==> config.mk <==
export PLATFORM = sky130hd
export DESIGN_NAME = cps_video_regs
export DESIGN_NICKNAME = d
export VERILOG_FILES = /design/src/cps_video_pkg.sv /design/src/cpsb_cfg_chain.sv /design/src/cpsa_regs.sv /design/src/cpsb_regs.sv /design/src/cps_video_regs.sv
export SDC_FILE = /design/constraint.sdc
export NUM_CORES = 2
export LEC_CHECK = 0
export BUFFER_PORTS_ARGS = -buffer_cell sky130_fd_sc_hd__clkbuf_2
export CORE_UTILIZATION = 63
export CTS_CLUSTER_DIAMETER = 40
export DETAILED_ROUTE_END_ITERATION = 10
export GPL_TIMING_DRIVEN = 0
export PLACE_DENSITY = 0.87
export SYNTH_ARGS = -nofsm -noshare
export SYNTH_HDL_FRONTEND = slang
export SYNTH_SLANG_ARGS = --single-unit
==> constraint.sdc <==
create_clock -name clk -period 41.8 [get_ports clk]
set_input_delay 12.54 -clock clk [delete_from_list [all_inputs] [get_ports clk]]
set_output_delay 12.54 -clock clk [all_outputs]
set_load 0.03 [all_outputs]
==> src/cps_video_pkg.sv <==
`default_nettype none

package cps_video_pkg;

    // configuration chain length in bytes
    localparam int CFG_BYTES = 16;

    localparam logic [15:0] PRIO_RESET     = 16'hffff;
    localparam logic [5:0]  PAL_PAGE_RESET = 6'h3f;
    localparam logic [15:0] OPEN_BUS       = 16'hffff;

    // addr is the word address, i.e. cpu byte address bits 5:1
    typedef struct packed {
        logic [4:0]  addr;
        logic [1:0]  dsn;
        logic [15:0] data;
    } cpu_bus_t;

    typedef struct packed {
        logic [15:0] hpos1;
        logic [15:0] vpos1;
        logic [15:0] hpos2;
        logic [15:0] vpos2;
        logic [15:0] hpos3;
        logic [15:0] vpos3;
        logic [15:0] hstar1;
        logic [15:0] vstar1;
        logic [15:0] hstar2;
        logic [15:0] vstar2;
    } scroll_regs_t;

    typedef struct packed {
        logic [15:0] obj;
        logic [15:0] scr1;
        logic [15:0] scr2;
        logic [15:0] scr3;
        logic [15:0] row;
        logic [15:0] star;
        logic [15:0] pal;
    } vram_base_t;

    typedef struct packed {
        logic [15:0] layer_ctrl;
        logic [15:0] prio0;
        logic [15:0] prio1;
        logic [15:0] prio2;
        logic [15:0] prio3;
        logic [5:0]  pal_page_en;
        logic [7:0]  mask0;
        logic [7:0]  mask1;
        logic [7:0]  mask2;
        logic [7:0]  mask3;
    } layer_cfg_t;

    // chain slots: 0 id, 1 chip_id, 2 mult1, 3 mult2, 4 rslt0, 5 rslt1,
    // 6 layer, 7..10 prio0..prio3, 11 pal_page, 12..15 mask0..mask3
    typedef struct packed {
        logic [4:0] id;
        logic [4:0] mult1;
        logic [4:0] mult2;
        logic [4:0] rslt0;
        logic [4:0] rslt1;
        logic [4:0] layer;
        logic [4:0] prio0;
        logic [4:0] prio1;
        logic [4:0] prio2;
        logic [4:0] prio3;
        logic [4:0] pal_page;
        logic [7:0] chip_id;
        logic [7:0] mask0;
        logic [7:0] mask1;
        logic [7:0] mask2;
        logic [7:0] mask3;
    } cpsb_map_t;

    typedef enum logic [4:0] {
        CPSA_OBJ      = 5'h00,
        CPSA_SCR1     = 5'h01,
        CPSA_SCR2     = 5'h02,
        CPSA_SCR3     = 5'h03,
        CPSA_ROW      = 5'h04,
        CPSA_PAL      = 5'h05,
        CPSA_HPOS1    = 5'h06,
        CPSA_VPOS1    = 5'h07,
        CPSA_HPOS2    = 5'h08,
        CPSA_VPOS2    = 5'h09,
        CPSA_HPOS3    = 5'h0a,
        CPSA_VPOS3    = 5'h0b,
        CPSA_HSTAR1   = 5'h0c,
        CPSA_VSTAR1   = 5'h0d,
        CPSA_HSTAR2   = 5'h0e,
        CPSA_VSTAR2   = 5'h0f,
        CPSA_STAR     = 5'h10,
        CPSA_PPU_CTRL = 5'h11
    } cpsa_reg_e;

    // value minus one is the role index in match priority order
    typedef enum logic [3:0] {
        SEL_NONE     = 4'd0,
        SEL_ID       = 4'd1,
        SEL_MULT1    = 4'd2,
        SEL_MULT2    = 4'd3,
        SEL_RSLT0    = 4'd4,
        SEL_RSLT1    = 4'd5,
        SEL_LAYER    = 4'd6,
        SEL_PRIO0    = 4'd7,
        SEL_PRIO1    = 4'd8,
        SEL_PRIO2    = 4'd9,
        SEL_PRIO3    = 4'd10,
        SEL_PAL_PAGE = 4'd11
    } cpsb_sel_e;

endpackage

`default_nettype wire

==> src/cpsb_cfg_chain.sv <==
`default_nettype none

module cpsb_cfg_chain (
    input  logic                     clk,
    input  logic                     reg_rst,
    input  logic                     cfg_we,
    input  logic [7:0]               cfg_data,
    output cps_video_pkg::cpsb_map_t map
);

    // slot 0 holds the newest byte
    logic [cps_video_pkg::CFG_BYTES-1:0][7:0] chain;

    always_ff @(posedge clk or posedge reg_rst) begin
        if (reg_rst) begin
            chain <= '0;
        end else if (cfg_we) begin
            chain <= {chain[cps_video_pkg::CFG_BYTES-2:0], cfg_data};
        end
    end

    // byte addresses become word addresses by dropping bit 0
    always_comb begin
        map.id       = chain[0][5:1];
        map.mult1    = chain[2][5:1];
        map.mult2    = chain[3][5:1];
        map.rslt0    = chain[4][5:1];
        map.rslt1    = chain[5][5:1];
        map.layer    = chain[6][5:1];
        map.prio0    = chain[7][5:1];
        map.prio1    = chain[8][5:1];
        map.prio2    = chain[9][5:1];
        map.prio3    = chain[10][5:1];
        map.pal_page = chain[11][5:1];
        // 16-bit ID squeezed into one byte, widened on read
        map.chip_id  = chain[1];
        map.mask0    = chain[12];
        map.mask1    = chain[13];
        map.mask2    = chain[14];
        map.mask3    = chain[15];
    end

    // an X shifted in here would poison the address map for good
    a_cfg_data_known: assert property (
        @(posedge clk) disable iff (reg_rst)
        cfg_we |-> !$isunknown(cfg_data)
    );

endmodule

`default_nettype wire

==> src/cpsa_regs.sv <==
`default_nettype none

module cpsa_regs (
    input  logic                        clk,
    input  logic                        reg_rst,
    input  logic                        ppu1_cs,
    input  cps_video_pkg::cpu_bus_t     bus,
    output cps_video_pkg::scroll_regs_t scroll,
    output cps_video_pkg::vram_base_t   vram,
    output logic [15:0]                 ppu_ctrl,
    output logic                        pal_copy
);

    cps_video_pkg::cpsa_reg_e reg_sel;
    logic                     pal_pend;

    // keep the old byte wherever the lane strobe is inactive
    function automatic logic [15:0] lane_merge(
        input logic [15:0] old_val,
        input logic [15:0] new_val,
        input logic [1:0]  dsn
    );
        logic [15:0] merged;
        merged[15:8] = dsn[1] ? old_val[15:8] : new_val[15:8];
        merged[7:0]  = dsn[0] ? old_val[7:0]  : new_val[7:0];
        return merged;
    endfunction

    assign reg_sel = cps_video_pkg::cpsa_reg_e'(bus.addr);

    always_ff @(posedge clk or posedge reg_rst) begin
        if (reg_rst) begin
            scroll   <= '0;
            vram     <= '0;
            ppu_ctrl <= '0;
        end else if (ppu1_cs) begin
            case (reg_sel)
                cps_video_pkg::CPSA_OBJ:    vram.obj  <= lane_merge(vram.obj, bus.data, bus.dsn);
                cps_video_pkg::CPSA_SCR1:   vram.scr1 <= lane_merge(vram.scr1, bus.data, bus.dsn);
                cps_video_pkg::CPSA_SCR2:   vram.scr2 <= lane_merge(vram.scr2, bus.data, bus.dsn);
                cps_video_pkg::CPSA_SCR3:   vram.scr3 <= lane_merge(vram.scr3, bus.data, bus.dsn);
                cps_video_pkg::CPSA_ROW:    vram.row  <= lane_merge(vram.row, bus.data, bus.dsn);
                cps_video_pkg::CPSA_PAL:    vram.pal  <= lane_merge(vram.pal, bus.data, bus.dsn);
                cps_video_pkg::CPSA_HPOS1: begin
                    scroll.hpos1 <= lane_merge(scroll.hpos1, bus.data, bus.dsn);
                end
                cps_video_pkg::CPSA_VPOS1: begin
                    scroll.vpos1 <= lane_merge(scroll.vpos1, bus.data, bus.dsn);
                end
                cps_video_pkg::CPSA_HPOS2: begin
                    scroll.hpos2 <= lane_merge(scroll.hpos2, bus.data, bus.dsn);
                end
                cps_video_pkg::CPSA_VPOS2: begin
                    scroll.vpos2 <= lane_merge(scroll.vpos2, bus.data, bus.dsn);
                end
                cps_video_pkg::CPSA_HPOS3: begin
                    scroll.hpos3 <= lane_merge(scroll.hpos3, bus.data, bus.dsn);
                end
                cps_video_pkg::CPSA_VPOS3: begin
                    scroll.vpos3 <= lane_merge(scroll.vpos3, bus.data, bus.dsn);
                end
                cps_video_pkg::CPSA_HSTAR1: begin
                    scroll.hstar1 <= lane_merge(scroll.hstar1, bus.data, bus.dsn);
                end
                cps_video_pkg::CPSA_VSTAR1: begin
                    scroll.vstar1 <= lane_merge(scroll.vstar1, bus.data, bus.dsn);
                end
                cps_video_pkg::CPSA_HSTAR2: begin
                    scroll.hstar2 <= lane_merge(scroll.hstar2, bus.data, bus.dsn);
                end
                cps_video_pkg::CPSA_VSTAR2: begin
                    scroll.vstar2 <= lane_merge(scroll.vstar2, bus.data, bus.dsn);
                end
                cps_video_pkg::CPSA_STAR:   vram.star <= lane_merge(vram.star, bus.data, bus.dsn);
                cps_video_pkg::CPSA_PPU_CTRL: ppu_ctrl <= lane_merge(ppu_ctrl, bus.data, bus.dsn);
                default: begin
                end
            endcase
        end
    end

    // pal_base may still change while cs is high, so the copy waits for cs to drop
    always_ff @(posedge clk or posedge reg_rst) begin
        if (reg_rst) begin
            pal_pend <= 1'b0;
            pal_copy <= 1'b0;
        end else begin
            pal_copy <= 1'b0;
            if (ppu1_cs && reg_sel == cps_video_pkg::CPSA_PAL) begin
                pal_pend <= 1'b1;
            end else if (!ppu1_cs && pal_pend) begin
                pal_copy <= 1'b1;
                pal_pend <= 1'b0;
            end
        end
    end

    a_pal_copy_single: assert property (
        @(posedge clk) disable iff (reg_rst)
        pal_copy |=> !pal_copy
    );

    a_pal_copy_cs_low: assert property (
        @(posedge clk) disable iff (reg_rst)
        pal_copy |-> !ppu1_cs
    );

endmodule

`default_nettype wire

==> src/cpsb_regs.sv <==
`default_nettype none

module cpsb_regs (
    input  logic                      clk,
    input  logic                      reg_rst,
    input  logic                      ppu2_cs,
    input  logic                      ppu1_cs,
    input  cps_video_pkg::cpu_bus_t   bus,
    input  cps_video_pkg::cpsb_map_t  map,
    output cps_video_pkg::layer_cfg_t layer,
    output logic [15:0]               mmr_dout
);

    logic [10:0]               hit;
    cps_video_pkg::cpsb_sel_e  sel;
    logic                      wr_en;
    logic [15:0]               mult1;
    logic [15:0]               mult2;
    logic [31:0]               product;
    logic [15:0]               layer_ctrl;
    logic [3:0][15:0]          prio;
    logic [5:0]                pal_page_en;
    logic [15:0]               rd_val;

    // bit order follows the role order, bit 0 has top priority
    assign hit[0]  = (bus.addr == map.id);
    assign hit[1]  = (bus.addr == map.mult1);
    assign hit[2]  = (bus.addr == map.mult2);
    assign hit[3]  = (bus.addr == map.rslt0);
    assign hit[4]  = (bus.addr == map.rslt1);
    assign hit[5]  = (bus.addr == map.layer);
    assign hit[6]  = (bus.addr == map.prio0);
    assign hit[7]  = (bus.addr == map.prio1);
    assign hit[8]  = (bus.addr == map.prio2);
    assign hit[9]  = (bus.addr == map.prio3);
    assign hit[10] = (bus.addr == map.pal_page);

    // scan from the lowest priority up so the lowest role is left standing
    always_comb begin
        sel = cps_video_pkg::SEL_NONE;
        for (int i = 10; i >= 0; i--) begin
            if (hit[i]) begin
                sel = cps_video_pkg::cpsb_sel_e'(4'(i + 1));
            end
        end
    end

    // B registers only take full-word writes
    assign wr_en   = ppu2_cs && (bus.dsn == 2'b00);
    assign product = mult1 * mult2;

    always_ff @(posedge clk or posedge reg_rst) begin
        if (reg_rst) begin
            mult1       <= '0;
            mult2       <= '0;
            layer_ctrl  <= '0;
            prio        <= {4{cps_video_pkg::PRIO_RESET}};
            pal_page_en <= cps_video_pkg::PAL_PAGE_RESET;
        end else if (wr_en) begin
            case (sel)
                cps_video_pkg::SEL_MULT1:    mult1       <= bus.data;
                cps_video_pkg::SEL_MULT2:    mult2       <= bus.data;
                cps_video_pkg::SEL_LAYER:    layer_ctrl  <= bus.data;
                cps_video_pkg::SEL_PRIO0:    prio[0]     <= bus.data;
                cps_video_pkg::SEL_PRIO1:    prio[1]     <= bus.data;
                cps_video_pkg::SEL_PRIO2:    prio[2]     <= bus.data;
                cps_video_pkg::SEL_PRIO3:    prio[3]     <= bus.data;
                cps_video_pkg::SEL_PAL_PAGE: pal_page_en <= bus.data[5:0];
                default: begin
                end
            endcase
        end
    end

    always_comb begin
        case (sel)
            // chip ID nibbles each get their own byte
            cps_video_pkg::SEL_ID:       rd_val = {4'h0, map.chip_id[7:4], 4'h0, map.chip_id[3:0]};
            cps_video_pkg::SEL_MULT1:    rd_val = mult1;
            cps_video_pkg::SEL_MULT2:    rd_val = mult2;
            cps_video_pkg::SEL_RSLT0:    rd_val = product[15:0];
            cps_video_pkg::SEL_RSLT1:    rd_val = product[31:16];
            cps_video_pkg::SEL_LAYER:    rd_val = layer_ctrl;
            cps_video_pkg::SEL_PRIO0:    rd_val = prio[0];
            cps_video_pkg::SEL_PRIO1:    rd_val = prio[1];
            cps_video_pkg::SEL_PRIO2:    rd_val = prio[2];
            cps_video_pkg::SEL_PRIO3:    rd_val = prio[3];
            cps_video_pkg::SEL_PAL_PAGE: rd_val = {10'd0, pal_page_en};
            default:                     rd_val = cps_video_pkg::OPEN_BUS;
        endcase
    end

    always_ff @(posedge clk or posedge reg_rst) begin
        if (reg_rst) begin
            mmr_dout <= '0;
        end else if (ppu2_cs) begin
            mmr_dout <= rd_val;
        end
    end

    always_comb begin
        layer.layer_ctrl  = layer_ctrl;
        layer.prio0       = prio[0];
        layer.prio1       = prio[1];
        layer.prio2       = prio[2];
        layer.prio3       = prio[3];
        layer.pal_page_en = pal_page_en;
        // masks come straight from the configuration chain
        layer.mask0       = map.mask0;
        layer.mask1       = map.mask1;
        layer.mask2       = map.mask2;
        layer.mask3       = map.mask3;
    end

    // both chips share the data bus, only one may be selected
    a_cs_exclusive: assert property (
        @(posedge clk) disable iff (reg_rst)
        !(ppu1_cs && ppu2_cs)
    );

endmodule

`default_nettype wire

==> src/cps_video_regs.sv <==
`default_nettype none

module cps_video_regs (
    input  logic                        clk,
    input  logic                        reg_rst,
    input  logic                        ppu1_cs,
    input  logic                        ppu2_cs,
    input  cps_video_pkg::cpu_bus_t     bus,
    input  logic                        cfg_we,
    input  logic [7:0]                  cfg_data,
    output logic [15:0]                 mmr_dout,
    output logic [15:0]                 ppu_ctrl,
    output cps_video_pkg::scroll_regs_t scroll,
    output cps_video_pkg::vram_base_t   vram,
    output logic                        pal_copy,
    output cps_video_pkg::layer_cfg_t   layer
);

    // per-game address map for the B chip
    cps_video_pkg::cpsb_map_t cpsb_map;

    cpsb_cfg_chain i_cfg_chain (
        .clk      (clk),
        .reg_rst  (reg_rst),
        .cfg_we   (cfg_we),
        .cfg_data (cfg_data),
        .map      (cpsb_map)
    );

    // fixed map chip
    cpsa_regs i_cpsa_regs (
        .clk      (clk),
        .reg_rst  (reg_rst),
        .ppu1_cs  (ppu1_cs),
        .bus      (bus),
        .scroll   (scroll),
        .vram     (vram),
        .ppu_ctrl (ppu_ctrl),
        .pal_copy (pal_copy)
    );

    // configurable chip, ppu1_cs only feeds its select check
    cpsb_regs i_cpsb_regs (
        .clk      (clk),
        .reg_rst  (reg_rst),
        .ppu2_cs  (ppu2_cs),
        .ppu1_cs  (ppu1_cs),
        .bus      (bus),
        .map      (cpsb_map),
        .layer    (layer),
        .mmr_dout (mmr_dout)
    );

endmodule

`default_nettype wire

* After elaboration in Yosys (flattened, before gate mapping)
Cells that the tools add are included.
** Operators by class
- Muxes and demuxes :: 16
- Reduce and logical (&&, ||, !) cells :: 51
- $mul :: 1
- Bitwise operators :: 2
- Equal/unequal tests :: 39
** Operator list (number)
- 16-bit one-hot mux with 11 select lines :: 1
- 3-bit AND reduction :: 36
- 5-bit equality test :: 11
- 4-bit 2-to-1 mux :: 11
- 5-bit by 4-bit equality test with 1-bit output (second input constant) :: 8
- 16-bit by 16-bit multiplier with 32-bit output :: 1
- 5-bit by 3-bit equality test with 1-bit output (second input constant) :: 4
- 4-bit by 3-bit equality test with 1-bit output (second input constant) :: 4
- 4-bit equality test (second input constant) :: 4
- 2-bit AND reduction :: 8
- 5-bit by 2-bit equality test with 1-bit output (second input constant) :: 2
- 5-bit equality test (second input constant) :: 2
- 4-bit by 2-bit equality test with 1-bit output (second input constant) :: 2
- 5-bit by 1-bit equality test with 1-bit output (second input constant) :: 1
- 5-bit logical NOT :: 1
- 4-bit by 1-bit equality test with 1-bit output (second input constant) :: 1
- 1-bit 2-to-1 mux :: 4
- 1-bit logical AND :: 3
- 2-bit logical NOT :: 1
- 1-bit NOT :: 2
- 2-bit nonzero test :: 1
- 1-bit logical NOT :: 1
** Storage, ports and cells
- Flip-flop bits (word level) :: 552
- Output and inout bits :: 423
- Word-level logic and storage cells :: 172
- Input port bits :: 36

* Logic depth before layout (Yosys ltp)
- Depth after elaboration :: 14
- Mapped depth :: 26

* Hierarchy
A second synthesis with hierarchy kept.
** Second synthesis, totals
- Cell total of the unflattened synthesis :: 2625
- Area, all modules :: 32636.3 um^2
** Modules (own cells, without submodules)
- cpsb_regs :: times used 1, cells an instance 1596, area an instance 16002.8 um^2, sequential area each 3440.8 um^2
- cpsa_regs :: times used 1, cells an instance 663, area an instance 11094.4 um^2, sequential area each 7257.0 um^2
- cpsb_cfg_chain :: times used 1, cells an instance 366, area an instance 5539.1 um^2, sequential area each 3203.1 um^2

* Worst setup path before layout
No wires, ideal clock.
- Kind :: input to register
- From :: input bus[18] (netlist name)
- To :: register i_cpsb_regs.prio (netlist bit i_cpsb_regs.layer[38])
- Data arrival time :: 14.762 ns
- Data required time :: 41.718 ns
- Setup slack :: 26.956 ns
- Library setup time :: 0.082 ns
- Stages on the path :: 13
- Cell sequence :: buf_6 -> buf_6 -> xnor2_2 -> nand3_1 -> o311ai_1 -> nand3_1 -> a311o_1 -> buf_6 -> and2_1 -> buf_4 -> nand2_4 -> buf_4 -> mux2_2
** On the way
- Cells in the longest elaborated chain, start to end :: 14
** RTL lines
- from (decl) :: line cps_video_regs.sv:8 : input cps_video_pkg::cpu_bus_t bus,
- 5-bit equality test :: line cpsb_regs.sv:36 : assign hit[10] = (bus.addr == map.pal_page);
- 4-bit 2-to-1 mux (10 in a row) :: line cpsb_regs.sv:42 : if (hit[i]) begin
- 4-bit 2-to-1 mux * :: line cpsb_regs.sv:42
- 4-bit equality test * :: line cpsb_regs.sv:60 : case (sel)
- 2-bit AND reduction (no source line) *
- to (signal assigned) :: line cpsb_regs.sv:57 : prio <= {4{cps_video_pkg::PRIO_RESET}};
- to (decl) :: line cpsb_regs.sv:21 : logic [3:0][15:0] prio;
Mark *: on every way between the ends. The rest lies on a longest branch, timed or not.
A chain may end at the register's enable or synchronous reset.

* Final worst setup path
- From :: input bus[19] (netlist name)
- To :: register i_cpsb_regs.mmr_dout[3]
** On the way
- Cells in the longest elaborated chain, start to end :: 14
** RTL lines
- 5-bit equality test :: line cpsb_regs.sv:36
- 4-bit 2-to-1 mux (10 in a row) :: line cpsb_regs.sv:42
- 4-bit 2-to-1 mux * :: line cpsb_regs.sv:42
- 4-bit equality test (tied with other cells) :: line cpsb_regs.sv:76 : case (sel)
- 16-bit one-hot mux with 11 select lines * :: line cpsb_regs.sv:76
- to (signal assigned) :: line cpsb_regs.sv:97 : mmr_dout <= rd_val;
- to (decl) :: line cpsb_regs.sv:11 : output logic [15:0] mmr_dout
Marks and branches as above.

==> metrics.md <==
| Metric | Value |
|---|---|
| Final worst slack | `26.33 ns` |
| CTS tree | `done` |
| Ys async rst share | `100%` |
| Fin crit share | `a little under two fifths` |
| Min Clock Period, post-route | `15.47 ns` |
| Outcome | `finished clean` |
| Number of global-route vias before repair | `25.3k` |
| Mux contribution to synthesized area | `19.5%` |
| Worst r2r src | `i_cpsb_regs.mult2[8]` |
| Max rail drop VDD | `between 0.04 and 0.05 mV` |
| Leak | `18.6 nW` |
| Average wire per standard cell | `26.7 um` |
| # rows | `81` |
| Highest metal used | `met4` |
| Pre-antenna DRT Iters | `9` |
| Pins Over Slew Limit | `0` |
| Crit-path cells | `buf_4, xnor2_1, nand3_1, nor3_1, o211ai_1, nor4_2, clkbuf_1, a22o_1, nand2_1, nand4_1, a221oi_1, a21oi_1` |
| R2R Setup Slk | `about 34 ns` |
| Layout cells sized above 1 | `40.6%` |
| Synth Register Bits | `552` |
| Netlist cell types | `69` |
| GRT overflow | `0` |
| CP required | `42.34 ns` |
| Max Freq | `64.7 MHz` |
| Initial core utilization | `63.8%` |
| Nets | `3386` |
| Critical path class | `in2reg` |
| Drt total wl | `101 mm` |
| Final Hold Vio Count | `0` |
| Fin cells | `between 3k and 4k` |
| Layout Skew | `0.0313 ns` |
| Mean post-synth cell area | `12.4 um^2` |
| Fin Setup TNS | `0 ns` |
| Largest net degree at the start of global routing | `about 140` |
| Initial DRC count | `slightly above 2k` |
| Synth area leader | `dfrtp_1` |
| Post-CTS Setup Repair Bufs | `0` |
| Met3 routed WL | `11.4 mm` |
| # fillers | `2940` |
| Initial antenna violation count | `1` |
| Register area share after synthesis | `44.5%` |
| DRC Markers | `0` |
| DIE WIDTH | `225 um` |
| Xor/xnor share of the synthesized area | `approximately 2.5%` |
| Post-synthesis simple-gate area fraction | `under 10%` |
| Core ar. | `0.0490 mm^2` |
| RD Place Congestion | `0.982` |
| Startpoint Class | `primary input` |
| H-Tree Depth | `3` |
| Largest family of logic cells by synthesized area | `multiplexers` |
| Crit-path slowest cell | `nor4_2` |
| Clock sink count | `552` |
| DR vias/cell | `6.15` |
| All-Layer GR Usage | `41.1%` |
| Die height | `225 um` |
| Total of max-cap violations | `0` |
| Crit path arrival time | `16.00 ns` |
| Complex-gate fraction of the synthesized area | `roughly 4.0%` |
| # hold bufs at CTS | `0` |
| Net Count, Synth | `roughly 2.9k` |
| Worst reg2reg path depth | `24` |
| Input/output buffers | `451` |
| IO Pins | `459` |
| Tightest Pin Transition | `1.38 ns` |
| Tightest Hold Check Type | `reg2reg` |
| Full die area | `0.0505 mm^2` |
| Worst slack, placed | `26.00 ns` |
| Final ANT Viol Nets | `0` |
| Critical path fanouts, max | `10` |
| Pwr per Cell Area | `approximately 58 mW/mm^2` |
| Largest cells by area after synthesis | `dfrtp_1 (39%), mux2_2 (19%), fa_1 (12%), dfstp_2 (5.9%), ha_1 (4.2%)` |
| Area Growth Syn to Fin | `18.5%` |
| Cts repair resizes | `0` |
| Top FF cell, synth | `dfrtp_1` |
| Synthesized-area fraction occupied by adder cells | `16.6%` |
| Synth top area share | `38.6%` |
| Hold-critical path endpoint | `i_cpsa_regs.vram[1]` |
| R2R Path End | `i_cpsb_regs.mmr_dout[14]` |
| Critical Path Max Stage Delay | `0.72 ns` |
| Pwr Total | `2.16 mW` |
| # placed instances | `3640` |
| Beginning of the worst hold path | `i_cpsa_regs.vram[1]` |
| Vias | `23.3k` |
| Worst rel slew slack | `7.03%` |
| Post-synth EDFFs | `0` |
| Num CTS Buffers | `74` |
| Endpoints failing setup | `0` |
| DP HPWL | `72.6 mm` |
| Worst hold path depth | `1` |
| Synthesized netlist cell count | `2521` |
| CTS Root Cell | `clkbuf_16` |
| Unrepaired setup endpoints after global routing | `no` |
| Clk pin slew, worst setup/hold paths | `approximately 0.05 ns` |
| Wl on met1 | `35.0 mm` |
| Clock network latency to the later pin of the worst-skew pair | `0.64 ns` |
| Setup crit end kind | `register` |
| Clock Path Buffers | `3` |
| Met2 wire length | `between 40 and 50 mm` |
| Post-synthesis cell area | `0.0312 mm^2` |
| Synthesis Warnings | `0` |
| First-pass GRT wire length | `154 mm` |
## how the worst max path moves through the flow
stage | startpoint | to | slack [ns]
5_1_grt | bus[19] | i_cpsb_regs.mmr_dout[3] | 26.43
3_3_place_gp | reg_rst | i_cfg_chain.map[6] | 9.49
3_5_place_dp | bus[22] | i_cpsb_regs.mmr_dout[3] | 26.00
2_1_floorplan | reg_rst | i_cfg_chain.chain[0] | 13.94
4_1_cts | bus[21] | i_cpsb_regs.mmr_dout[11] | 26.58
6_report | bus[19] | i_cpsb_regs.mmr_dout[3] | 26.33
## worst max-delay path, delay by kind of cell
kind                      cells  cell delay (ns)
AOI/OAI and AO/OA             4             0.74
and+or+nand+nor               5             1.67
xor gates and xnor gates      1             0.21
buffers and inverters         2             0.82
## stage by stage
| stage | util [%] | instance area [um^2] | hold WS [ns] |
|---|---|---|---|
| after floorplan | - | 31200 | 0.456 |
| final | 75.6 | 37000 | 0.502 |
| after global placement | 70.1 | 34300 | 0.470 |
| after detailed placement | 70.3 | 34400 | 0.484 |
| after global routing | 75.5 | 37000 | 0.520 |
| after CTS | 75.5 | 37000 | 0.503 |
## cells by family (layout without fill, tap and decap cells)
family | count (synthesis) | count (layout)
other | 0 | 4
DFF | 552 | 552
buffers and inverters | 395 | 986
adders and majority gates | 298 | 298
muxes | 536 | 536
AOI/OAI and AO/OA | 172 | 172
and+or+nand+nor | 483 | 483
xor gates and xnor gates | 85 | 85
## cells in the mapped netlist (10+ instances only)
master / number
dfrtp_1: 482
dfstp_2: 70
a22oi_1: 25
xnor2_1: 52
a31oi_1: 16
buf_4: 39
inv_1: 230
xor2_1: 30
buf_2: 14
fa_1: 194
a221oi_1: 12
nor2_1: 52
mux2_4: 10
nand2_1: 221
nand3_1: 29
nor3_1: 13
o21ai_0: 13
mux2_2: 526
a21oi_1: 35
a21o_1: 11
and2_1: 120
ha_1: 104
clkbuf_1: 104
## registers in the layout, summed over array words and instances (netlist names)
name / count
i_cpsb_regs.mult1: 16
i_cpsb_regs.mmr_dout: 16
i_cpsb_regs.pal_page_en: 6
i_cpsa_regs.vram: 112
i_cpsa_regs.ppu_ctrl: 16
i_cpsa_regs.pal_copy: 1
i_cpsa_regs.scroll: 160
i_cpsb_regs.mult2: 16
i_cfg_chain.chain: 33
i_cfg_chain.map: 95
i_cpsb_regs.layer: 64
i_cpsa_regs.pal_pend: 1
i_cpsb_regs.layer_ctrl: 16
## power by group
part	total, mW	switching, mW	leakage, nW	internal [mW]
Combinational	0.721	0.470	10.4	0.251
Clock	0.652	0.265	1.22	0.387
Sequential	0.786	0.119	6.92	0.667
## metal layers
metal | vias to the layer above | track usage, %
met4 | 0 | 26.6
met5 | - | 0
met1 | 11800 | 48.9
li1 | 9482 | -
met3 | 450 | 14.4
met2 | 1524 | 63.9
## area by class of cell
class | count | area [um^2] | area share, %
antenna | 4 | 10.0 | 0.0271
buffer | 164 | 817 | 2.21
clock buffer | 91 | 2000 | 5.40
clock inverter | 45 | 551 | 1.49
inverter | 231 | 875 | 2.36
multi-input combinational | 1574 | 15600 | 42.3
sequential | 552 | 13900 | 37.6
tap | 664 | 831 | 2.25
timing repair buffer | 455 | 2370 | 6.40
## cells in the final DEF, fill, tap and decap left out, types with 52 or more instances in the layout
master	n
nand2_1	221
and2_1	120
clkbuf_2	451
ha_1	104
nor2_1	52
dfrtp_1	482
xnor2_1	52
clkbuf_1	115
mux2_2	526
inv_1	229
fa_1	194
dfstp_2	70
clkbuf_16	76
No activity file was read; power rests on OpenSTA's default activity.
